File: src/design/neoBusPkg.sv
`default_nettype none

package neoBusPkg;

	// 68K word address, A0 is implied by the byte strobes
	typedef logic [23:1] addrT;
	// Bus and palette data word
	typedef logic [15:0] wordT;
	// Palette entry within one bank
	typedef logic [11:0] colorIdxT;
	// One video DAC channel
	typedef logic [6:0] chanT;

	// Decoded bus target
	typedef enum logic [1:0] {
		tgtNone,
		tgtWram,
		tgtLatch,
		tgtPal
	} targetT;

	// Decoder handshake states
	typedef enum logic [1:0] {
		stIdle,
		stWait,
		stAck,
		stErr
	} busStateT;

	// Work RAM size in words, as address bits
	localparam int wramAddrBits = 12;

	// Wait states per target, then the bus error timeout
	localparam int wramWait = 1;
	localparam int latchWait = 1;
	localparam int palWait = 2;
	localparam int busTimeout = 16;

	// Memory map, byte addresses
	localparam logic [23:0] wramBase = 24'h100000;
	// Byte offset bits inside the work RAM window
	localparam logic [23:0] wramMask = (24'd1 << (wramAddrBits + 1)) - 24'd1;
	localparam logic [23:0] latchBase = 24'h3A0000;
	localparam logic [23:0] latchSpan = 24'd32;
	localparam logic [23:0] palBase = 24'h400000;
	localparam logic [23:0] palSpan = 24'h002000;

	// Colour word and latch bit positions
	localparam int darkBit = 15;
	localparam int latchShadowIdx = 0;
	localparam int latchPalBankIdx = 7;

endpackage

`default_nettype wire

File: src/design/sysLatch.sv
`timescale 1ns/100ps
`default_nettype none

module sysLatch (
	input wire clk24M,
	input wire rst,
	input wire latchSel,
	input wire cpuStrobe,
	input wire rw,
	input wire neoBusPkg::addrT addr,
	output logic [7:0] sysFlags,
	output logic shadow,
	output logic palBank
);

	logic wrEn;
	logic [2:0] bitSel;
	logic bitVal;

	// Writes only, reads fall through as zero
	assign wrEn = latchSel && cpuStrobe && !rw;

	// Bit number on A3..A1
	assign bitSel = addr[3:1];

	// New value carried on A4
	// Data bus never reaches the latch
	assign bitVal = addr[4];

	// Addressable latch, one bit per write
	always_ff @(posedge clk24M) begin
		if (rst) begin
			sysFlags <= '0;
		end else if (wrEn) begin
			sysFlags[bitSel] <= bitVal;
		end
	end

	// Dims the whole picture
	assign shadow = sysFlags[neoBusPkg::latchShadowIdx];

	// Palette bank for CPU and video alike
	assign palBank = sysFlags[neoBusPkg::latchPalBankIdx];

endmodule

`default_nettype wire

File: config.mk
export PLATFORM = sky130hd
export DESIGN_NAME = sysLatch
export DESIGN_NICKNAME = d
export VERILOG_FILES = /design/src/design/neoBusPkg.sv /design/src/design/sysLatch.sv
export SDC_FILE = /design/constraint.sdc
export NUM_CORES = 1
export LEC_CHECK = 0
export CORE_AREA = 2 2 39 41
export DETAILED_ROUTE_END_ITERATION = 16
export DIE_AREA = 0 0 41 43
export DONT_BUFFER_PORTS = 1
export SYNTH_ARGS = -nofsm -noshare
export SYNTH_HDL_FRONTEND = slang
export SYNTH_SLANG_ARGS = --single-unit
File: constraint.sdc
create_clock -name clk24M -period 1.9 [get_ports clk24M]
set_clock_uncertainty 0.05 [all_clocks]
set_input_delay 0.095 -clock clk24M [delete_from_list [all_inputs] [get_ports clk24M]]
set_output_delay 0.095 -clock clk24M [all_outputs]
set_load 0.05 [all_outputs]
* After elaboration in Yosys (flattened, before gate mapping)
Index checks and enable logic that the tools add are counted.
** Operators by class
- Reductions and logical operators :: 4
- $lt $le $gt $ge :: 2
- Multiplexer cells :: 3
** Operators with widths (number)
- bitwise mux 8 bit :: 1
- less-than comparator 3 x 4 -> 1 bit (second input constant) :: 1
- demux 1 bit (select 3 bit) :: 1
- >= comparator 3 x 1 -> 1 bit (second input constant) :: 1
- logical AND 1 bit :: 3
- logical NOT 1 bit :: 1
- two-way mux 1 bit :: 1
** Storage, ports and cells
- Input port bits :: 28
- Logic and storage cells :: 10
- Flip-flop bits (word level) :: 8

* Depth between registers and ports, before layout
- Depth in word-level cells :: 5
- Gate-level depth with buffers :: 3

* Worst setup path after synthesis
No wires, ideal clock.
- Path type :: reg-to-reg
- From :: reg sysFlags[3]
- To :: reg sysFlags[3]
- Cell stages (with the launch flop) :: 3
- Path buffers :: 0
- Clock period less this slack :: 1158 ps
- Arrival :: 1036 ps
- Slack :: 742 ps
- Required time :: 1778 ps
- Cells stage by stage :: dfxtp_1 or2b_2 mux2i_1
** Between the ends
- Longest elaborated chain between the ends :: 1
** Ends and longest elaborated chain
- start, declared :: line sysLatch.sv:11 : output logic [7:0] sysFlags,
- start signal, assigned by index :: line sysLatch.sv:35 : sysFlags[bitSel] <= bitVal;
- bitwise mux 8 bit :: line sysLatch.sv:35
No other way between the ends.
A chain may end at the register's enable or synchronous reset.

* Final worst setup path
- From :: in rw
- To :: reg sysFlags[3]
** Between the ends
- Longest elaborated chain between the ends :: 2
** Ends and longest elaborated chain
- start, declared :: line sysLatch.sv:9 : input wire rw,
- logical NOT 1 bit :: line sysLatch.sv:21 : assign wrEn = latchSel && cpuStrobe && !rw;
- logical AND 1 bit :: line sysLatch.sv:21
No other way between the ends.

==> metrics <==
path depth of the worst reg2reg path 3; r2r setup slk 0.53 ns; Fin. Hold Viols 0; grt ovf 0; setup TNS 0 ns; Crit Path Category in -> reg; status finished, final reports clean; width of the die a little over 40 um; dpl hpwl 509.7 um; Worst Path Required about 2.0 ns; max-cap check violation count 0; Setup violations, final 0; Final min period 1.645 ns; post-synthesis compound-gate area fraction 0%; vias in the first global route 267; register area share after synthesis between 40% and 50%; Synth top area share a little over 40%; drt drc 0; Reg2Reg Launch Point sysFlags[3]; io pins 38; Clock Path Buffers 2; worst slew pin tran slightly above 0.5 ns; Syn Inst Count 41; port bufs 0; die area 1763 sq um; Worst Path Max Fanout 4; crit share post-route 86.60%; Synth Area in Adders 0%; total leakage power 0.0002370 uW; Min-Delay Path Class in -> reg; Yosys reg bits 8; row count 14; Antenna diodes 0; share of layout cells above drive strength 1 between 20% and 30%; Max Freq 0.6077 GHz; routed vias 303; NumNets Final 79; YS warnings 0; critical path capture point type flip-flop; Die Y 43 um; Initial Util 28.66%; ANT nets after route 0; R2R Path End sysFlags[3]; gr usage total 9.173%; top cells by area, synth dfxtp_1 40%, mux2i_1 20%, nand2b_1 13%; Post-Syn Area 396.6 sq um; area growth from synthesis to layout 24.61%; Top Registers sysFlags x8; Worst EP arrival 1.73 ns; htree depth 1; Clock Sink Count 8; Critical Path End sysFlags[3]; placer congestion estimate 0.6090; clock latency on the worst-skew pair 0.25 ns; Critical Path Source rw; Cell Pwr Density 654.1 nW/um^2; pin count of the biggest net entering global routing 9; routed length per instance 10.94 um; CTS tree built; Final Max Slew Viols 0; Reg clk slew, reported paths around 0.050 ns; routed vias/inst 4.662; post-synthesis mux area share 20.19%; wire length of the first global-routing pass 1.035 mm; DR iter-0 viols 8; DR pass1 iterations 4; main combinational cell family by area after synthesis simple AND/OR/NAND/NOR gates; Max IR drop VDD 0.3733 mV; commonest cells after routing, fill and taps aside 8 x nand2b_1, 8 x mux2i_1, 8 x dfxtp_1, 6 x nand2_1, 4 x dlygate4sd3_1; CP Launch Type primary input; wirelength, routed 711 um; initial antenna violation count 0; Synth area leader dfxtp_1; synth unique cells 13; Top reg by flops sysFlags; final core utilization 35.71%; Mapped Nets 69; relative slew slack 65.76%; clock root buffer clkbuf_4; core box area 1384 sq um; Num CTS Buffers 3; max reg flops 8; xor/xnor share of the synthesized area 0%; syn avg cell area between 9 and 10 sq um; RSZ-0062 raised after global routing no; hold depth 3; Synth Area in Simple Gates 34.38%
-- through the flow --
| step | instances | power [uW] | hold slack (ns) | worst slack (ns) | area (sq um) |
|---|---|---|---|---|---|
| 2_1_floorplan | 41 | 192.6 | 0.1993 | 0.7420 | 396.6 |
| 3_3_place_gp | 57 | 193.7 | 0.2079 | 0.9196 | 419.2 |
| 3_5_place_dp | 57 | 193.9 | 0.2140 | 0.8925 | 419.2 |
| 4_1_cts | 65 | 330.6 | 0.01017 | 0.03109 | 491.7 |
| 5_1_grt | 65 | 339.4 | 0.03364 | 0.2301 | 494.2 |
| 6_report | 65 | 323.3 | 0.01333 | 0.2545 | 494.2 |
-- cell families (layout without fill, tap and decap cells) --
| logic type | after synthesis | after routing |
|---|---|---|
| AND/OR/NAND/NOR | 22 | 22 |
| multiplexers | 8 | 8 |
| flip-flops | 8 | 8 |
| buffers and inverters | 3 | 11 |
-- final cells by class --
type	instances	area, sq um
clock buffer	3	22.52
tap	16	20.02
fill	141	889.6
sequential	8	160.2
timing repair buffer	8	75.07
multi-input combinational	30	216.5
-- synthesized netlist by cell type (all sizes together) --
cell type	number
dfxtp	8
mux2i	8
nand2b	8
nand2	6
buf	2
nand3	2
nor2b	2
and4b	1
and4bb	1
clkbuf	1
nor2	1
or2b	1
-- power breakdown --
part	total [uW]	switching, uW	internal, uW
clock network	127	54.9	72.1
registers	172	3.34	169
logic	23.8	11.7	12.2
-- worst min path at each step --
stage                       end    start  slack (ns)
global placement    sysFlags[3]  addr[1]        0.21
floorplan           sysFlags[3]  addr[1]        0.20
CTS                 sysFlags[4]  addr[0]        0.01
finish              sysFlags[4]  addr[0]        0.01
detailed placement  sysFlags[3]  addr[1]        0.21
global route        sysFlags[0]  addr[0]        0.03
-- worst max-delay path: stages --
cell	delay [ns]
and4bb_2	0.32
nand3_2	0.07
dlygate4sd3_1	0.57
mux2i_1	0.12
dlygate4sd3_1	0.56
-- per-layer routing --
layer	GRT usage (%)	routed length [um]	vias to the layer above	share of wire [%]
met5	0	0	-	0
met4	8.000	0	0	0
met3	3.141	65	0	9.1
met2	11.56	328	12	46
met1	11.73	317	139	45
li1	-	-	152	-
-- repair_timing --
item	in CTS	in global routing
endpoints found under the setup margin	0	1
endpoints found under the hold margin	8	0
hold buffers	5	0
gates resized for setup	0	1
buffers inserted	0	0
Power figures use the tool's default switching activity.
