[config.mk]
export PLATFORM = sky130hd
export DESIGN_NAME = videoOut
export DESIGN_NICKNAME = d
export VERILOG_FILES = /design/src/design/neoBusPkg.sv /design/src/design/videoOut.sv
export SDC_FILE = /design/constraint.sdc
export NUM_CORES = 1
export LEC_CHECK = 0
export BUFFER_PORTS_ARGS = -buffer_cell sky130_fd_sc_hd__buf_2
export CAP_MARGIN = 5
export CORE_ASPECT_RATIO = 0.75
export CORE_MARGIN = 8
export CORE_UTILIZATION = 40
export DETAILED_ROUTE_END_ITERATION = 8
export PLACE_DENSITY = 0.76
export SYNTH_ARGS = -nofsm -noshare
export SYNTH_HDL_FRONTEND = slang
export SYNTH_SLANG_ARGS = --single-unit
[constraint.sdc]
create_clock -name clk24M -period 0.97 [get_ports clk24M]
set_input_delay 0.194 -clock clk24M [delete_from_list [all_inputs] [get_ports clk24M]]
set_output_delay 0.194 -clock clk24M [all_outputs]
set_load 0.03 [all_outputs]
[src/design/neoBusPkg.sv]
`default_nettype none

package neoBusPkg;

	// 68K word address, A0 is implied by the byte strobes
	typedef logic [23:1] addrT;
	// Bus and palette data word
	typedef logic [15:0] wordT;
	// Palette entry within one bank
	typedef logic [11:0] colorIdxT;
	// One video DAC channel
	typedef logic [6:0] chanT;

	// Decoded bus target
	typedef enum logic [1:0] {
		tgtNone,
		tgtWram,
		tgtLatch,
		tgtPal
	} targetT;

	// Decoder handshake states
	typedef enum logic [1:0] {
		stIdle,
		stWait,
		stAck,
		stErr
	} busStateT;

	// Work RAM size in words, as address bits
	localparam int wramAddrBits = 12;

	// Wait states per target, then the bus error timeout
	localparam int wramWait = 1;
	localparam int latchWait = 1;
	localparam int palWait = 2;
	localparam int busTimeout = 16;

	// Memory map, byte addresses
	localparam logic [23:0] wramBase = 24'h100000;
	// Byte offset bits inside the work RAM window
	localparam logic [23:0] wramMask = (24'd1 << (wramAddrBits + 1)) - 24'd1;
	localparam logic [23:0] latchBase = 24'h3A0000;
	localparam logic [23:0] latchSpan = 24'd32;
	localparam logic [23:0] palBase = 24'h400000;
	localparam logic [23:0] palSpan = 24'h002000;

	// Colour word and latch bit positions
	localparam int darkBit = 15;
	localparam int latchShadowIdx = 0;
	localparam int latchPalBankIdx = 7;

endpackage

`default_nettype wire

[src/design/videoOut.sv]
`timescale 1ns/100ps
`default_nettype none

module videoOut (
	input wire clk24M,
	input wire rst,
	input wire neoBusPkg::wordT pixWord,
	input wire pixWordValid,
	input wire shadow,
	input wire blank,
	output neoBusPkg::chanT red,
	output neoBusPkg::chanT green,
	output neoBusPkg::chanT blue,
	output logic rgbValid
);

	// Component to DAC level
	function automatic neoBusPkg::chanT toLevel(
		input logic [4:0] comp,
		input logic dark,
		input logic shade,
		input logic off
	);
		neoBusPkg::chanT level;
		// comp * 4, plus 2 unless dark
		level = {comp, ~dark, 1'b0};
		if (shade) begin
			level = level >> 1;
		end
		if (off) begin
			level = '0;
		end
		return level;
	endfunction

	logic dark;
	logic [4:0] redComp;
	logic [4:0] greenComp;
	logic [4:0] blueComp;

	assign dark = pixWord[neoBusPkg::darkBit];

	// Nibble is the high part, bits 14..12 give the LSBs
	assign redComp = {pixWord[11:8], pixWord[14]};
	assign greenComp = {pixWord[7:4], pixWord[13]};
	assign blueComp = {pixWord[3:0], pixWord[12]};

	// Output stage, shadow and blank arrive already aligned with pixWord
	always_ff @(posedge clk24M) begin
		red <= toLevel(redComp, dark, shadow, blank);
		green <= toLevel(greenComp, dark, shadow, blank);
		blue <= toLevel(blueComp, dark, shadow, blank);
	end

	always_ff @(posedge clk24M) begin
		if (rst) begin
			rgbValid <= 1'b0;
		end else begin
			rgbValid <= pixWordValid;
		end
	end

endmodule

`default_nettype wire

### Yosys cells after proc, flatten, opt, wreduce, memory -nomap -nowiden

Index checks and enable logic that the tools add are counted.
W data, S select, Z words.

| storage, ports and cells | value |
|---|---|
| register bits after elaboration | 20 |
| input port bits | 21 |
| output and inout port bits | 22 |
| word-level logic and storage cells | 15 |

| cells by class | value |
|---|---|
| multiplexer cells | 3 |
| bitwise gates (word level) | 2 |
| reductions and logical operators | 2 |

Operators with widths:

| operator | number |
|---|---|
| $mux W6 | 3 |
| $reduce_or A2 Y1 | 2 |
| $not A1 Y1 | 2 |

### Depth between registers and ports, before layout

Gate-level depths: netlist (run 1).

| depth | value |
|---|---|
| depth after elaboration | 2 |
| depth in mapped cells | 4 |
| depth with buffers taken out | 2 |

### Least setup slack after synthesis (run 1)

No wires, ideal clock.

| timing path | value |
|---|---|
| path kind | reg2out |
| from | register red[0] (netlist name) |
| to | output green[0] |
| arrival time | 0.719 ns |
| slack | 0.057 ns |
| stages on the path, launching flop included | 2 |
| path through | dfxtp_1 > buf_4 |

RTL lines:

| item | line | text |
|---|---|---|
| end: declaration | videoOut.sv:12 | `output neoBusPkg::chanT green,` |

==> metrics.txt, run 1 <==
status=finished with violations; failing checks=negative setup slack; final setup violation count=3; final WL=between 1500 and 2000 um; synth warn=0; Hold Buf Count CTS=0; Max Cap Viol=0; initial antenna violation count=0; Hold Vio Cnt, Final=0; dominant cell by count in the synthesized netlist=dfxtp_1; sequential-to-total area share from yosys stat=57.8%; power density cells=1730 mW/mm^2; clock buffer depth=2; hold_ws=26.9 ps; DRT Pass-1 Iters=2; worst path required time=between 700 and 800 ps; DRC violation count after routing=0; post-place instance area=about 900 sq um; syn avg cell area=between 10 and 15 sq um; RD Place Congestion=between 0.6 and 0.7; CTS Buf Count=3; first-pass GRT wire length=2780 um; share of flip-flops with an asynchronous set or reset=0%; crit-path max cell delay=approximately 380 ps; vias per cell=~4.4; Inserted Diodes=0; Final min period=roughly 990 ps; Yosys cell types=13; post-synth top area share=roughly 58%; Critical Path Sink Type=output port; share of post-route cells with drive strength above 1=between 60 and 70%; P_leak=approximately 0.56 nW; Register Area=~430 sq um; Flop pwr share=between 40% and 50%; Syn Std Cell Area=about 690 sq um; Hold Crit Depth=2; crit path cell chain=buf_6; commonest cells in the synthesized netlist=dfxtp_1, nor2_1, mux2i_1; critical path's top delay family=flip-flops; Max VDD drop=~1300 uV; I/O Buffers=42; worst slew pin tran=153 ps; chip height=approximately 52 um; Slew headroom=between 80% and 90%; Multi-input gate area=between 200 and 250 sq um; final-stage net count=about 130; TritonCTS clock tree=built; Syn Inst Count=63; worst path bufs/invs=1; post-layout instance area=~0.0011 sq mm; RSZ-0062 raised after global routing=yes; Sink Count=20; Crit. path cell count=1; worst setup path class=flop to output port; number of flops mapped to enable cells by yosys=0; total vias in the final route=around 570; pins over their slew limit=0; Final ANT Viol Nets=0; gr usage total=10.6%; IO Count=43; ranking of synthesized cells by area=dfxtp_1, mux2i_1, nor2_1; clock slew at reported path FFs=110 ps; sw power=465 uW; Area Growth Syn to Fin=61.9%; Initial Util=between 40 and 50%; FMAX=between 1 and 1.5 GHz; final worst-path cycle share=102%; Post-synth top flop=dfxtp_1; Hold Path Class=primary input to flop; H-tree depth=1; CP max stage cell=dfxtp_4; PnR worst setup slack=-17.4 ps; Final Util=between 60% and 70%; dpl hpwl=1360 um; total die area=approximately 0.0033 sq mm; Remaining Overflow, GRT=0; post-place setup slack=109 ps; startpoint types=flop; worst hold start=rst; Placeable Area=roughly 0.0017 sq mm; Clk network pwr share=between 30% and 40%; Yosys top cell by area=dfxtp_1; 1st-iter DRT viols=9; drt wl/cell=between 10 and 15 um; Sw Ratio=24.0%; pin count of the biggest net entering global routing=13; vias in the first global route=between 600 and 700; Die Span X=~64 um; Internal=about 1.5 mW; Filler cells=about 150; CP Max Fanout=3; CTS root buffer=clkbuf_4; Seq cells post-synth=20; # rows=13; syn nets=84; Worst Path Arrival=~800 ps; Hold Path Sink=rgbValid; Tot Pwr=slightly below 2 mW; Comb power frac=slightly below 20%
through the flow:
| stage | TNS (ps) | instances |
|---|---|---|
| detailed placement | 0 | 125 |
| CTS | -105 | 129 |
| global placement | 0 | 125 |
| finish | -52.2 | 129 |
| floorplan | 0 | 63 |
| global route | -433 | 129 |
power groups by stage:
| stage | logic, mW | registers [mW] | clock network [mW] |
|---|---|---|---|
| after floorplan | 0.106 | 1.00 | 0 |
| after global placement | 0.311 | 0.899 | 0 |
| after detailed placement | 0.316 | 0.900 | 0 |
| after CTS | 0.367 | 0.895 | 0.676 |
| after global routing | 0.400 | 0.909 | 0.711 |
| final | 0.374 | 0.902 | 0.661 |
kinds of logic after synthesis:
kind of cell	after synthesis	synth area share, %
flip-flops	20	57.8
multiplexers	12	17.3
AO/OA/AOI/OAI	3	2.17
AND/OR/NAND/NOR	22	14.6
buffers and inverters	6	8.12
flip-flops by register name, summed over array words and instances (netlist names):
name,flops
rgbValid,1
blue,6
green,6
red,7
final cells by class:
| class | instances | share of cell area, % |
|---|---|---|
| sequential | 20 | 38.1 |
| timing repair buffer | 46 | 33.7 |
| multi-input combinational | 37 | 21.1 |
| clock inverter | 1 | 2.68 |
| tap | 22 | 2.45 |
| clock buffer | 3 | 2.01 |
per-layer routing:
| layer | share of wire (%) | up-vias | GRT usage, % |
|---|---|---|---|
| li1 | - | 292 | - |
| met1 | 35 | 255 | 9.75 |
| met2 | 52 | 20 | 17.8 |
| met3 | 13 | 2 | 7.28 |
| met4 | 0.78 | 0 | 5.54 |
| met5 | 0 | - | 0 |
worst max path at each step:
stage	from	end	slack, ps
after global routing	red[0]	green[0]	-60
after detailed placement	shadow	red[3]	110
final	red[0]	green[0]	-20
after floorplan	red[0]	green[0]	60
after global placement	shadow	green[2]	140
after CTS	red[0]	green[0]	-30
placed cells by master, fill, tap and decap left out, drive strengths merged:
master and count:
a21oi 3, and2 3, buf 46, bufinv 1, clkbuf 3, dfxtp 20, mux2i 12, nand2 3
nor2 13, nor2b 1, nor3b 1, or2 1
what timing repair did:
action | in CTS | in global routing
buffers inserted | 0 | 0
gates resized for setup | 44 | 21
endpoints found under the setup margin | 22 | 22
No activity file was read; power rests on OpenSTA's default activity.
==> run 2, diff against run 1 <==
--- a/config.mk
+++ b/config.mk
@@ -7,11 +7,10 @@
 export LEC_CHECK = 0
 export BUFFER_PORTS_ARGS = -buffer_cell sky130_fd_sc_hd__buf_2
 export CAP_MARGIN = 5
-export CORE_ASPECT_RATIO = 0.75
 export CORE_MARGIN = 8
-export CORE_UTILIZATION = 40
+export CORE_UTILIZATION = 43
 export DETAILED_ROUTE_END_ITERATION = 8
-export PLACE_DENSITY = 0.76
+export PLACE_DENSITY = 0.8
 export SYNTH_ARGS = -nofsm -noshare
 export SYNTH_HDL_FRONTEND = slang
 export SYNTH_SLANG_ARGS = --single-unit
==> constraint.sdc (replaced) <==
create_clock -name clk24M -period 1.2 [get_ports clk24M]
set_input_delay 0.24 -clock clk24M [delete_from_list [all_inputs] [get_ports clk24M]]
set_output_delay 0.24 -clock clk24M [all_outputs]
set_load 0.03 [all_outputs]
==> run 2 against run 1 <==
Against the previous run:
- largest power group unchanged
- sequential share of layout area up 5.5 points
- critical path depth did not move
- die area shrank 5.5%
- critical path type unchanged
- cell count shrank 7.0%
- largest cell class unchanged
- sequential cell count stayed put
- the flow now finishes without violations
- global-route usage shrank 0.78 points
- via count decreased by 3.5%
- total power is 35% lower
- utilization fell by 6.1 points
- count of clock-buffer cells in the layout did not move
==> metrics.txt, run 2 (same netlist as run 1, synthesis figures left out) <==
total vias in the final route=around 550; clock buffer depth=2; worst setup path class=flop to output port; DRC violation count after routing=0; drt wl/cell=12.8 um; pins over their slew limit=0; CTS root buffer=clkbuf_4; Layout Cells excl Fill=120; worst slew pin tran=between 200 and 300 ps; Hold Crit Depth=2; Hold Path Class=primary input to flop; Area Growth Syn to Fin=32.3%; CP Max Fanout=3; # rows=14; worst hold start=rst; Max VDD drop=785 uV; Hold Path Sink=rgbValid; TritonCTS clock tree=built; Tot Pwr=around 1.3 mW; IO Count=43; P_leak=approximately 0.50 nW; Max Cap Viol=0; gr usage total=9.84%; Final ANT Viol Nets=0; total die area=0.00315 sq mm; 1st-iter DRT viols=2; Critical Path Sink Type=output port; share of post-route cells with drive strength above 1=approximately 46%; I/O Buffers=42; vias in the first global route=590; crit path cell chain=buf_2; Hold Buf Count CTS=0; chip height=roughly 56 um; most common cell after layout, fill and taps aside=buf_2; final WL=roughly 1500 um; Final TNS setup=0 ps; status=completed; Die Span X=roughly 56 um; RSZ-0062 raised after global routing=no; final-stage net count=around 130; final setup violation count=0; pin count of the biggest net entering global routing=18; power density cells=1370 mW/mm^2; placed cell count=117; CP max stage cell=dfxtp_1; Inserted Diodes=0; clock slew at reported path FFs=around 100 ps; post-cts gate resize count=0; post-CTS setup buffers=0; Sink Count=20; vias per cell=around 4.6; RD Place Congestion=0.756; H-tree depth=1; initial antenna violation count=0; DRT Pass-1 Iters=4; Final Util=slightly above 60%; Worst Path Arrival=~840 ps; dpl hpwl=about 1300 um; Hold Vio Cnt, Final=0; crit-path max cell delay=roughly 350 ps; Placeable Area=around 0.0015 sq mm; startpoint types=flop; critical path's top delay family=flip-flops; final worst-path cycle share=between 80% and 90%; most frequent cells in the layout=buf_2, dfxtp_1, nor2_1; worst path bufs/invs=1; top flop regs=red x7, blue x6, green x6; CTS Buf Count=3; Biggest register=red; max FFs per register=7; worst path required time=between 900 and 1000 ps; FMAX=0.926 GHz; first-pass GRT wire length=between 2000 and 2500 um; Filler cells=approximately 130; Remaining Overflow, GRT=0; Initial Util=~46%; Slew headroom=slightly above 80%; Final min period=approximately 1100 ps
-- run 2: changes by cell type in the layout (fill, tap and decap cells not counted) --
cell,delta
dfxtp_2,-19
bufinv_16,-1
buf_12,+1
buf_2,+22
dfxtp_1,+20
buf_6,-22
dfxtp_4,-1
buf_4,-3
-- run 2: layer usage --
| metal | vias up | part of all wire (%) | global-route usage (%) | wire, um |
|---|---|---|---|---|
| li1 | 283 | - | - | - |
| met1 | 242 | 36 | 7.02 | 549 |
| met2 | 20 | 53 | 18.5 | 807 |
| met3 | 4 | 8.4 | 3.88 | 129 |
| met4 | 0 | 3.3 | 9.28 | 51 |
| met5 | - | 0 | 0 | 0 |
-- run 2: stage by stage --
step	hold WS [ps]	area (sq um)	setup slack, ps
global route	73.8	917	75.9
floorplan	312	693	241
CTS	82.8	917	104
global placement	396	895	278
finish	91.3	917	120
detailed placement	401	895	259
-- run 2: report_power, final --
group	switching (mW)	leakage (nW)	internal (mW)
clock	0.181	0.0138	0.117
combinational	0.158	0.323	0.0929
sequential	0.00840	0.166	0.703
-- run 2: how the worst max path moves through the flow --
stage	startpoint	end	cells after the start
detailed placement	shadow	red[2]	4
global route	red[0]	green[0]	1
CTS	red[0]	red[0]	1
finish	red[0]	red[0]	1
global placement	shadow	red[4]	4
floorplan	red[0]	green[0]	1
-- run 2: final cells by class --
class                   count  area, sq um  share of cell area, %
flip-flops and latches     20          400                   43.7
repair buffers             44          238                   25.9
multi-input cells          37          236                   25.8
clock buffers               3         22.5                   2.46
well taps                  16         20.0                   2.18
