[src/design/neoBusPkg.sv]
`default_nettype none

package neoBusPkg;

	// 68K word address, A0 is implied by the byte strobes
	typedef logic [23:1] addrT;
	// Bus and palette data word
	typedef logic [15:0] wordT;
	// Palette entry within one bank
	typedef logic [11:0] colorIdxT;
	// One video DAC channel
	typedef logic [6:0] chanT;

	// Decoded bus target
	typedef enum logic [1:0] {
		tgtNone,
		tgtWram,
		tgtLatch,
		tgtPal
	} targetT;

	// Decoder handshake states
	typedef enum logic [1:0] {
		stIdle,
		stWait,
		stAck,
		stErr
	} busStateT;

	// Work RAM size in words, as address bits
	localparam int wramAddrBits = 12;

	// Wait states per target, then the bus error timeout
	localparam int wramWait = 1;
	localparam int latchWait = 1;
	localparam int palWait = 2;
	localparam int busTimeout = 16;

	// Memory map, byte addresses
	localparam logic [23:0] wramBase = 24'h100000;
	// Byte offset bits inside the work RAM window
	localparam logic [23:0] wramMask = (24'd1 << (wramAddrBits + 1)) - 24'd1;
	localparam logic [23:0] latchBase = 24'h3A0000;
	localparam logic [23:0] latchSpan = 24'd32;
	localparam logic [23:0] palBase = 24'h400000;
	localparam logic [23:0] palSpan = 24'h002000;

	// Colour word and latch bit positions
	localparam int darkBit = 15;
	localparam int latchShadowIdx = 0;
	localparam int latchPalBankIdx = 7;

endpackage

`default_nettype wire

[src/design/addrDecoder.sv]
`timescale 1ns/100ps
`default_nettype none

module addrDecoder (
	input wire clk24M,
	input wire rst,
	input wire neoBusPkg::addrT addr,
	input wire nAs,
	input wire rw,
	output logic wramSel,
	output logic latchSel,
	output logic palSel,
	output logic cpuStrobe,
	output neoBusPkg::targetT rdTarget,
	output logic nDtack,
	output logic nBerr
);

	neoBusPkg::targetT target;
	neoBusPkg::busStateT state;
	logic [23:0] byteAddr;
	// Remaining wait cycles, wide enough for the timeout
	logic [4:0] waitCnt;
	logic [4:0] waitLoad;

	// Byte address for comparing against the map
	assign byteAddr = {addr, 1'b0};

	// Target decode from the address alone
	always_comb begin
		target = neoBusPkg::tgtNone;
		if ((byteAddr & ~neoBusPkg::wramMask) == neoBusPkg::wramBase) begin
			target = neoBusPkg::tgtWram;
		end else if (byteAddr >= neoBusPkg::latchBase &&
				byteAddr < neoBusPkg::latchBase + neoBusPkg::latchSpan) begin
			target = neoBusPkg::tgtLatch;
		end else if (byteAddr >= neoBusPkg::palBase &&
				byteAddr < neoBusPkg::palBase + neoBusPkg::palSpan) begin
			target = neoBusPkg::tgtPal;
		end
	end

	// Wait count per target
	// Unmapped runs the full timeout instead
	always_comb begin
		case (target)
			neoBusPkg::tgtWram: waitLoad = 5'(neoBusPkg::wramWait);
			neoBusPkg::tgtLatch: waitLoad = 5'(neoBusPkg::latchWait);
			neoBusPkg::tgtPal: waitLoad = 5'(neoBusPkg::palWait);
			default: waitLoad = 5'(neoBusPkg::busTimeout - 1);
		endcase
	end

	// Selects follow nAs for the whole access
	assign wramSel = !nAs && target == neoBusPkg::tgtWram;
	assign latchSel = !nAs && target == neoBusPkg::tgtLatch;
	assign palSel = !nAs && target == neoBusPkg::tgtPal;

	// Only the first cycle of an access, idle means a fresh cycle
	assign cpuStrobe = !nAs && state == neoBusPkg::stIdle;

	// Active low handshake straight from the state
	assign nDtack = state != neoBusPkg::stAck;
	assign nBerr = state != neoBusPkg::stErr;

	always_ff @(posedge clk24M) begin
		if (rst) begin
			state <= neoBusPkg::stIdle;
			waitCnt <= '0;
			rdTarget <= neoBusPkg::tgtNone;
		end else begin
			case (state)
				neoBusPkg::stIdle: begin
					if (!nAs) begin
						state <= neoBusPkg::stWait;
						waitCnt <= waitLoad;
						// Writes put zero on the read bus
						rdTarget <= rw ? target : neoBusPkg::tgtNone;
					end
				end
				neoBusPkg::stWait: begin
					if (nAs) begin
						// Master gave up early
						state <= neoBusPkg::stIdle;
					end else if (waitCnt == 5'd0) begin
						state <= (target == neoBusPkg::tgtNone) ? neoBusPkg::stErr
							: neoBusPkg::stAck;
					end else begin
						waitCnt <= waitCnt - 5'd1;
					end
				end
				// Hold until the master ends the cycle
				neoBusPkg::stAck, neoBusPkg::stErr: begin
					if (nAs) begin
						state <= neoBusPkg::stIdle;
					end
				end
				default: state <= neoBusPkg::stIdle;
			endcase
		end
	end

endmodule

`default_nettype wire

[config.mk]
export PLATFORM = sky130hd
export DESIGN_NAME = addrDecoder
export DESIGN_NICKNAME = d
export VERILOG_FILES = /design/src/design/neoBusPkg.sv /design/src/design/addrDecoder.sv
export SDC_FILE = /design/constraint.sdc
export NUM_CORES = 1
export LEC_CHECK = 0
export ABC_AREA = 1
export BUFFER_PORTS_ARGS = -buffer_cell sky130_fd_sc_hd__buf_2
export CELL_PAD_IN_SITES_DETAIL_PLACEMENT = 0
export CELL_PAD_IN_SITES_GLOBAL_PLACEMENT = 1
export CORE_MARGIN = 2
export CORE_UTILIZATION = 33
export CTS_BUF_LIST = sky130_fd_sc_hd__clkbuf_8
export DETAILED_ROUTE_END_ITERATION = 7
export GPL_TIMING_DRIVEN = 0
export PLACE_DENSITY_LB_ADDON = 0.12
export SYNTH_ARGS = -nofsm -noshare
export SYNTH_HDL_FRONTEND = slang
export SYNTH_SLANG_ARGS = --single-unit
[constraint.sdc]
create_clock -name clk24M -period 3.03 [get_ports clk24M]
set_input_delay 0.606 -clock clk24M [delete_from_list [all_inputs] [get_ports clk24M]]
set_output_delay 0.606 -clock clk24M [all_outputs]
set_load 0.1 [all_outputs]
Word-level counts from Yosys, hierarchy flattened
Cells that the tools add are included.
{"block": "totals", "ff_bits": 9, "out_inout_bits": 8, "input_bits": 27}
{"block": "classes", "n_reduce_logical": 16, "magnitude_cmp": 4, "muxes": 15, "add_sub_neg": 1, "bitwise_logic": 1, "eq_ne": 14}
{"operator": "greater-or-equal comparator 24 x 22 -> 1 bit, second input constant", "n": 1}
{"operator": "greater-or-equal comparator 24 x 23 -> 1 bit, second input constant", "n": 1}
{"operator": "< comparator 24 x 22 -> 1 bit, second input constant", "n": 1}
{"operator": "< comparator 24 x 23 -> 1 bit, second input constant", "n": 1}
{"operator": "2-to-1 mux 2 bit", "n": 8}
{"operator": "2-to-1 mux 5 bit", "n": 3}
{"operator": "!= test 2 bit, second input constant", "n": 6}
{"operator": "equality test 11 x 8 -> 1 bit, second input constant", "n": 1}
{"operator": "one-hot mux 5 bit (2 select lines)", "n": 1}
{"operator": "equality test 2 bit, second input constant", "n": 4}
{"operator": "one-hot mux 4 bit (2 select lines)", "n": 1}
{"operator": "logical AND 1 bit", "n": 6}
{"operator": "one-hot mux 2 bit (3 select lines)", "n": 1}
{"operator": "zero test 5 bit", "n": 1}
{"operator": "subtractor 5 x 1 -> 5 bit, second input constant", "n": 1}
{"operator": "equality test 2 x 1 -> 1 bit, second input constant", "n": 2}
{"operator": "zero test 2 bit", "n": 2}
{"operator": "AND reduction 4 bit", "n": 1}
{"operator": "OR reduction 2 bit", "n": 2}
{"operator": "!= test 3 bit, second input constant", "n": 1}
{"operator": "AND reduction 3 bit", "n": 1}
{"operator": "AND reduction 2 bit", "n": 1}
{"operator": "nonzero test 2 bit", "n": 1}
{"operator": "zero test 1 bit", "n": 1}
{"operator": "2 further kinds", "n": 2}

Logic depth before layout (Yosys ltp)
Gate-level depths: netlist of run 1.
{"block": "depth", "word_depth": 10, "mapped_depth": 13, "mapped_depth_nobuf": 13}

Least setup slack after synthesis of run 1
OpenSTA, ideal clock, no wires.
{"block": "synth_path", "path_type": "input to output", "from": "input addr[21]", "to": "output palSel", "t_required_ns": 2.424, "slack_ns": -0.148, "arrival_ns": 2.572, "path_stages": 8, "path_buffers": 0, "cell_sequence": "nor2_1 > nand3_1 > a21oi_1 > nand3_1 > nand2_1 > ha_1 > inv_1 > nor2_1"}
{"block": "synth_via", "elab_chain_len": 7, "word_cells_on_any_way": 12, "classes_between": "order compare: 4; eq/ne: 2; mux: 3; reduce/logical: 3"}
{"element": "start, declared", "line_no": "addrDecoder.sv:7", "rtl": "input wire neoBusPkg::addrT addr,"}
{"element": "greater-or-equal comparator 24 x 23 -> 1 bit / < comparator 24 x 23 -> 1 bit (equally long branches)", "line_no": "addrDecoder.sv:37, addrDecoder.sv:38"}
{"element": "logical AND 1 bit", "line_no": "addrDecoder.sv:37", "rtl": "end else if (byteAddr >= neoBusPkg::palBase &&"}
{"element": "2-to-1 mux 2 bit", "line_no": "addrDecoder.sv:37"}
{"element": "2-to-1 mux 2 bit", "line_no": "addrDecoder.sv:34", "rtl": "end else if (byteAddr >= neoBusPkg::latchBase &&"}
{"element": "2-to-1 mux 2 bit (*)", "line_no": "addrDecoder.sv:32", "rtl": "if ((byteAddr & ~neoBusPkg::wramMask) == neoBusPkg::wramBase) begin"}
{"element": "equality test 2 bit (*)", "line_no": "addrDecoder.sv:57", "rtl": "assign palSel = !nAs && target == neoBusPkg::tgtPal;"}
{"element": "logical AND 1 bit (*)", "line_no": "addrDecoder.sv:57"}
{"element": "end, declared", "line_no": "addrDecoder.sv:12", "rtl": "output logic palSel,"}
Every way passes the cells marked *; elsewhere a longest branch is shown, timed or not.

Final worst setup path of run 1
Same ends and word-level chain as after synthesis.

==> results of run 1 <==
## cells by family (layout without fill, tap and decap cells)
family	count (synthesis)	after routing	share of synthesized area
AOI/OAI and AO/OA	16	16	0.109
DFF	9	9	0.241
adders and majority gates	6	6	0.100
and+or+nand+nor	74	74	0.440
buffers and inverters	22	56	0.110
## stage by stage
step | util | area [um^2] | total power, uW | instances | hold slack (ns)
floorplan | - | 753 | 281 | 127 | 0.466
global placement | 0.433 | 938 | 323 | 185 | 0.460
detailed placement | 0.433 | 938 | 327 | 185 | 0.470
CTS | 0.453 | 983 | 464 | 189 | 0.471
global route | 0.453 | 983 | 498 | 189 | 0.489
finish | 0.453 | 983 | 460 | 189 | 0.468
## path summary, 6_finish.rpt
| check | from | endpoint | slack, ns | depth (start not counted) |
|---|---|---|---|---|
| setup reg to reg | state[0]$_SDFFE_PP0P_ | waitCnt[3]$_SDFFE_PP0P_ | 1.67 | 7 |
| setup / recovery | addr[21] | palSel | 0.39 | 10 |
| hold reg to reg | rdTarget[1]$_SDFFE_PP0P_ | rdTarget[1]$_SDFFE_PP0P_ | 0.47 | 2 |
| hold / removal | rdTarget[1]$_SDFFE_PP0P_ | rdTarget[1]$_SDFFE_PP0P_ | 0.47 | 2 |
## worst min-delay path: stages, from the launching register on
cell and delay (ns):
dfxtp_1 0.30, nand3_1 0.07, nand2_1 0.05
## where the power goes
group	total [uW]	internal [uW]	switching (uW)
Sequential	147	134	13.2
Clock	136	88.3	47.9
Combinational	176	58.2	118
Total	460	280	179
## cells in the mapped netlist
master | n | area, um^2
nand3_1 | 11 | 55.1
nand4_1 | 1 | 6.26
dfxtp_1 | 9 | 180
nand4_2 | 1 | 12.5
o21ai_0 | 8 | 40.0
inv_2 | 3 | 11.3
o21ai_1 | 1 | 5.00
nor3_1 | 2 | 10.0
ha_1 | 6 | 75.1
nor2_4 | 1 | 11.3
nand3_4 | 1 | 17.5
a21oi_1 | 6 | 30.0
nor2_1 | 28 | 105
or2_1 | 1 | 6.26
nand2_1 | 28 | 105
inv_1 | 19 | 71.3
a31oi_1 | 1 | 6.26
## layout make-up
cell class | instances | area share
multi-input combinational | 96 | 0.499
sequential | 9 | 0.183
timing repair buffer | 30 | 0.153
inverter | 22 | 0.0840
clock buffer | 3 | 0.0420
tap | 28 | 0.0356
clock inverter | 1 | 0.00382
## sequential cells by signal (all words and copies together), names as in the netlist
name and cells:
rdTarget 2, state 2, waitCnt 5
## per-layer routing
metal  GRT usage  vias to the layer above  part of all wire
met5           0                        -                 0
met4      0.0658                        0            0.0093
met3      0.0287                        2             0.045
met2       0.263                       21              0.51
met1       0.163                      364              0.44
li1            -                      467                 -
==> impl_metrics.csv, run 1 <==
group,metric,value,unit
final_layout,syn_to_final_growth,31.4,%
sta,tns,0,ns
grt,track_usage,0.145,
drt,drt_iter0_markers,17,
synth,synth_cell_types,17,
worst_setup_path,cpMaxStageDelayCell,"buf_2",
power_and_ir_drop,peakVddDrop,0.189,mV
clock_tree,cts_buffers,3,
final_layout,n_antenna_cell,0,
sta,relSlewSlack,0.677,
worst_setup_path,worst-path-max-fanout,4,
final_layout,fill_cells,259,
clock_tree,cts_buffer_depth,2,
drt,drt-vias-per-instance,4.52,
drt,drt_pass1_iterations,4,
synth,synth_nets,160,
clock_tree,path_clk_slew,0.05,ns
die,rows,17,
synth,synth_warnings,0,
final_layout,ff_latch_area,180,um^2
worst_setup_path,path_buf_inv,3,
worst_setup_path,critPathKind,"in2out",
sta,period_share,0.872,
synth,synth_area_per_cell,5.89,um^2
drt,routed_wl,1720,um
clock_tree,ctsResizeCount,0,
sta,rsz0062_at_grt,"false",
worst_setup_path,max_stage_delay,0.42,ns
placed_design,place.gp.congestion,0.690,
grt,grt_antenna_before_repair,0,
die,io_pins,35,
hold_path,worst_hold_path_type,"reg2reg",
clock_tree,cts_max_level,1,
sta,fin_ws,0.388,ns
grt,grt_pass1_wl,2900,um
sta,hold_viol,0,
final_layout,final_common_cell,"buf_2",
worst_setup_path,end_kind,"primary output",
die,dieArea,2660,um^2
worst_setup_path,setup.worst_path.start_class,"input pin",
sta,setup_viol,0,
synth,yosysSeqAreaShare,0.241,
clock_tree,clock_latency,0.23,ns
power_and_ir_drop,p_leak,0.000528,uW
sta,tightest_slew,0.488,ns
clock_tree,clock-root-buffer,"clkbuf_8",
final_layout,final_nets,195,
flow_run,drv_cap,0,
synth,syn_inst,127,
clock_tree,cts_tree,"built",
placed_design,post-dp-hpwl,1470,um
placed_design,pre_cts_ws,0.377,ns
sta,clock-skew-final,0.00422,ns
placed_design,io_buffers,30,
worst_setup_path,crit_chain,"buf_2, nor2_1, nand3_1, a21oi_1, nand3_1, nand2_1, ha_1, inv_1, nor2_2, buf_2",
final_layout,drive_gt1_frac,0.255,
final_layout,most-common-layout-cells,"buf_2, nand2_1, nor2_1",
power_and_ir_drop,power.density,467,nW/um^2
clock_tree,ctsHoldBuffers,0,
sta,clock.fmax,0.379,GHz
drt,ant_nets,0,
worst_setup_path,required,2.42,ns
sta,min_period,2.64,ns
status,status,"completed",
die,die_h,51.6,um
die,die_w,51.6,um
grt,grt_max_degree,9,
drt,drcViolationCount,0,
die,core,2170,um^2
clock_tree,postCtsSetupRepairBufs,0,
drt,vias,854,
grt,grt_pass1_vias,742,
grt,grt-ovfl-total,0,
clock_tree,clkSinkCount,9,
synth,syn-cell-area,748,um^2
sta,slew_viol_final,0,
worst_setup_path,critical-path-top-delay-family,"buffers and inverters",
final_layout,multiInputGateArea,490,um^2
drt,wl_per_cell,9.10,um
synth,ys_seq_elements,9,
die,initial_utilization,0.345,
worst_setup_path,cp_data_arrival_time,2.04,ns
No activity file was read; power rests on OpenSTA's default activity.
==> inputs of run 2 (changes only) <==
Settings changed: CORE_UTILIZATION 33 to 30, MAX_ROUTING_LAYER set to met4.
Clock period 3.03 ns to 3 ns, I/O delays scaled along.
==> run 2 against run 1 <==
Via count decreased by 2.1%. Worst hold slack about the same. Register-to-register slack about the same. Sequential share of layout area about the same. Global-route usage increased by 0.25 points. Cell area increased by 0.25%. Clock skew decreased by 0.0033 ns. Largest cell class unchanged. Worst setup slack got worse by 0.021 ns. Routed wire length decreased by 0.12%. Die area increased by 9.2%. Cell count increased by 1.1%. First-iteration DRC count decreased by 59%.
==> impl_metrics.csv, run 2 (synthesized netlist as in run 1, its figures left out) <==
group,metric,value,unit
status,status,"completed",
sta,tightest_slew,0.490,ns
clock_tree,cts_tree,"built",
final_layout,drive_gt1_frac,0.255,
clock_tree,ctsHoldBuffers,0,
worst_setup_path,end_kind,"primary output",
final_layout,final_cells,191,
sta,relSlewSlack,0.675,
die,core,2410,um^2
drt,drt_pass1_iterations,4,
sta,period_share,0.878,
die,io_pins,35,
clock_tree,clock_latency,0.23,ns
grt,grt_max_degree,9,
grt,grt_antenna_before_repair,0,
grt,grt_pass1_vias,789,
drt,drcViolationCount,0,
clock_tree,postCtsSetupRepairBufs,0,
final_layout,ff_latch_area,180,um^2
sta,holdWs,0.468,ns
sta,min_period,2.63,ns
final_layout,utilization,0.409,
drt,drt_iter0_markers,7,
sta,rsz0062_at_grt,"false",
placed_design,dp.cells,187,
die,rows,18,
clock_tree,cts_buffer_depth,2,
worst_setup_path,worst-path-max-fanout,4,
placed_design,place.gp.congestion,0.699,
final_layout,final_nets,195,
grt,grt-ovfl-total,0,
clock_tree,cts_max_level,1,
worst_setup_path,required,2.40,ns
power_and_ir_drop,peakVddDrop,0.329,mV
final_layout,largest_reg_flops,5,
die,die_h,53.9,um
drt,routed_wl,1720,um
final_layout,syn_to_final_growth,31.8,%
final_layout,multiInputGateArea,490,um^2
hold_path,worst_hold_path_type,"reg2reg",
sta,tns,0,ns
drt,wl_per_cell,8.99,um
final_layout,largest_register,"waitCnt",
flow_run,drv_cap,0,
die,die_w,53.9,um
clock_tree,cts_buffers,3,
placed_design,post-dp-hpwl,1480,um
final_layout,final_common_cell,"buf_2",
drt,ant_nets,0,
final_layout,most-common-layout-cells,"buf_2, nand2_1, nor2_1",
die,dieArea,2910,um^2
drt,drt-vias-per-instance,4.38,
sta,slew_viol_final,0,
final_layout,fill_cells,294,
worst_setup_path,cp_data_arrival_time,2.03,ns
worst_setup_path,ff2ff_setup_slack,1.68,ns
power_and_ir_drop,power.density,470,nW/um^2
clock_tree,path_clk_slew,0.04,ns
grt,track_usage,0.148,
worst_setup_path,critPathKind,"in2out",
die,initial_utilization,0.310,
sta,clock-skew-final,0.000893,ns
final_layout,top_regs,"waitCnt (5), rdTarget (2), state (2)",
grt,grt_pass1_wl,3110,um
clock_tree,clkSinkCount,9,
sta,clock.fmax,0.380,GHz
clock_tree,ctsResizeCount,0,
power_and_ir_drop,p_leak,0.000528,uW
clock_tree,clock-root-buffer,"clkbuf_8",
worst_setup_path,setup.worst_path.start_class,"input pin",
drt,vias,836,
sta,hold_viol,0,
placed_design,io_buffers,30,
final_layout,n_antenna_cell,0,
sta,setup_viol,0,
==> run 2: cell counts in the layout (fill, tap and decap cells not counted) <==
No cell type changed its count.
==> run 2: power breakdown <==
group	internal [uW]	leakage [uW]	switching [uW]
Clock	89.1	0.0000269	47.4
Combinational	58.6	0.000427	120
Sequential	135	0.0000740	13.5
==> run 2: worst paths after layout <==
kind                                  from                       end  cells past startpoint
setup / recovery                  addr[17]                    palSel                     10
hold / removal    rdTarget[1]$_SDFFE_PP0P_  rdTarget[1]$_SDFFE_PP0P_                      2
setup reg to reg     state[0]$_SDFFE_PP0P_   waitCnt[3]$_SDFFE_PP0P_                      7
hold reg to reg   rdTarget[1]$_SDFFE_PP0P_  rdTarget[1]$_SDFFE_PP0P_                      2
==> run 2: cell type report <==
type | count | share of cell area
multi-input cells | 96 | 0.497
flip-flops and latches | 9 | 0.183
repair buffers | 30 | 0.152
inverters | 22 | 0.0838
clock buffers | 3 | 0.0419
well taps | 30 | 0.0381
clock inverters | 1 | 0.00381
==> run 2: routing by layer <==
metal	wire, um	vias to the layer above	global-route usage
li1	-	465	-
met1	852	355	0.181
met2	783	16	0.244
met3	81	0	0.0500
met4	0	0	0.0128
met5	0	-	-
==> run 2: stage by stage <==
step / setup WS (ns) / area (um^2) / total power, uW
global placement: 0.364 / 941 / 328
finish: 0.367 / 986 / 464
CTS: 0.360 / 986 / 467
detailed placement: 0.354 / 941 / 330
floorplan: 0.176 / 753 / 283
global route: 0.178 / 986 / 505
==> run 2: worst max-delay path, stage by stage <==
cell and delay [ns]:
buf_2 0.11, nor2_1 0.18, nand3_1 0.10, nor2_1 0.10
nand3_1 0.09, nand2_1 0.15, ha_1 0.16, inv_1 0.05
nor2_2 0.07, buf_2 0.42
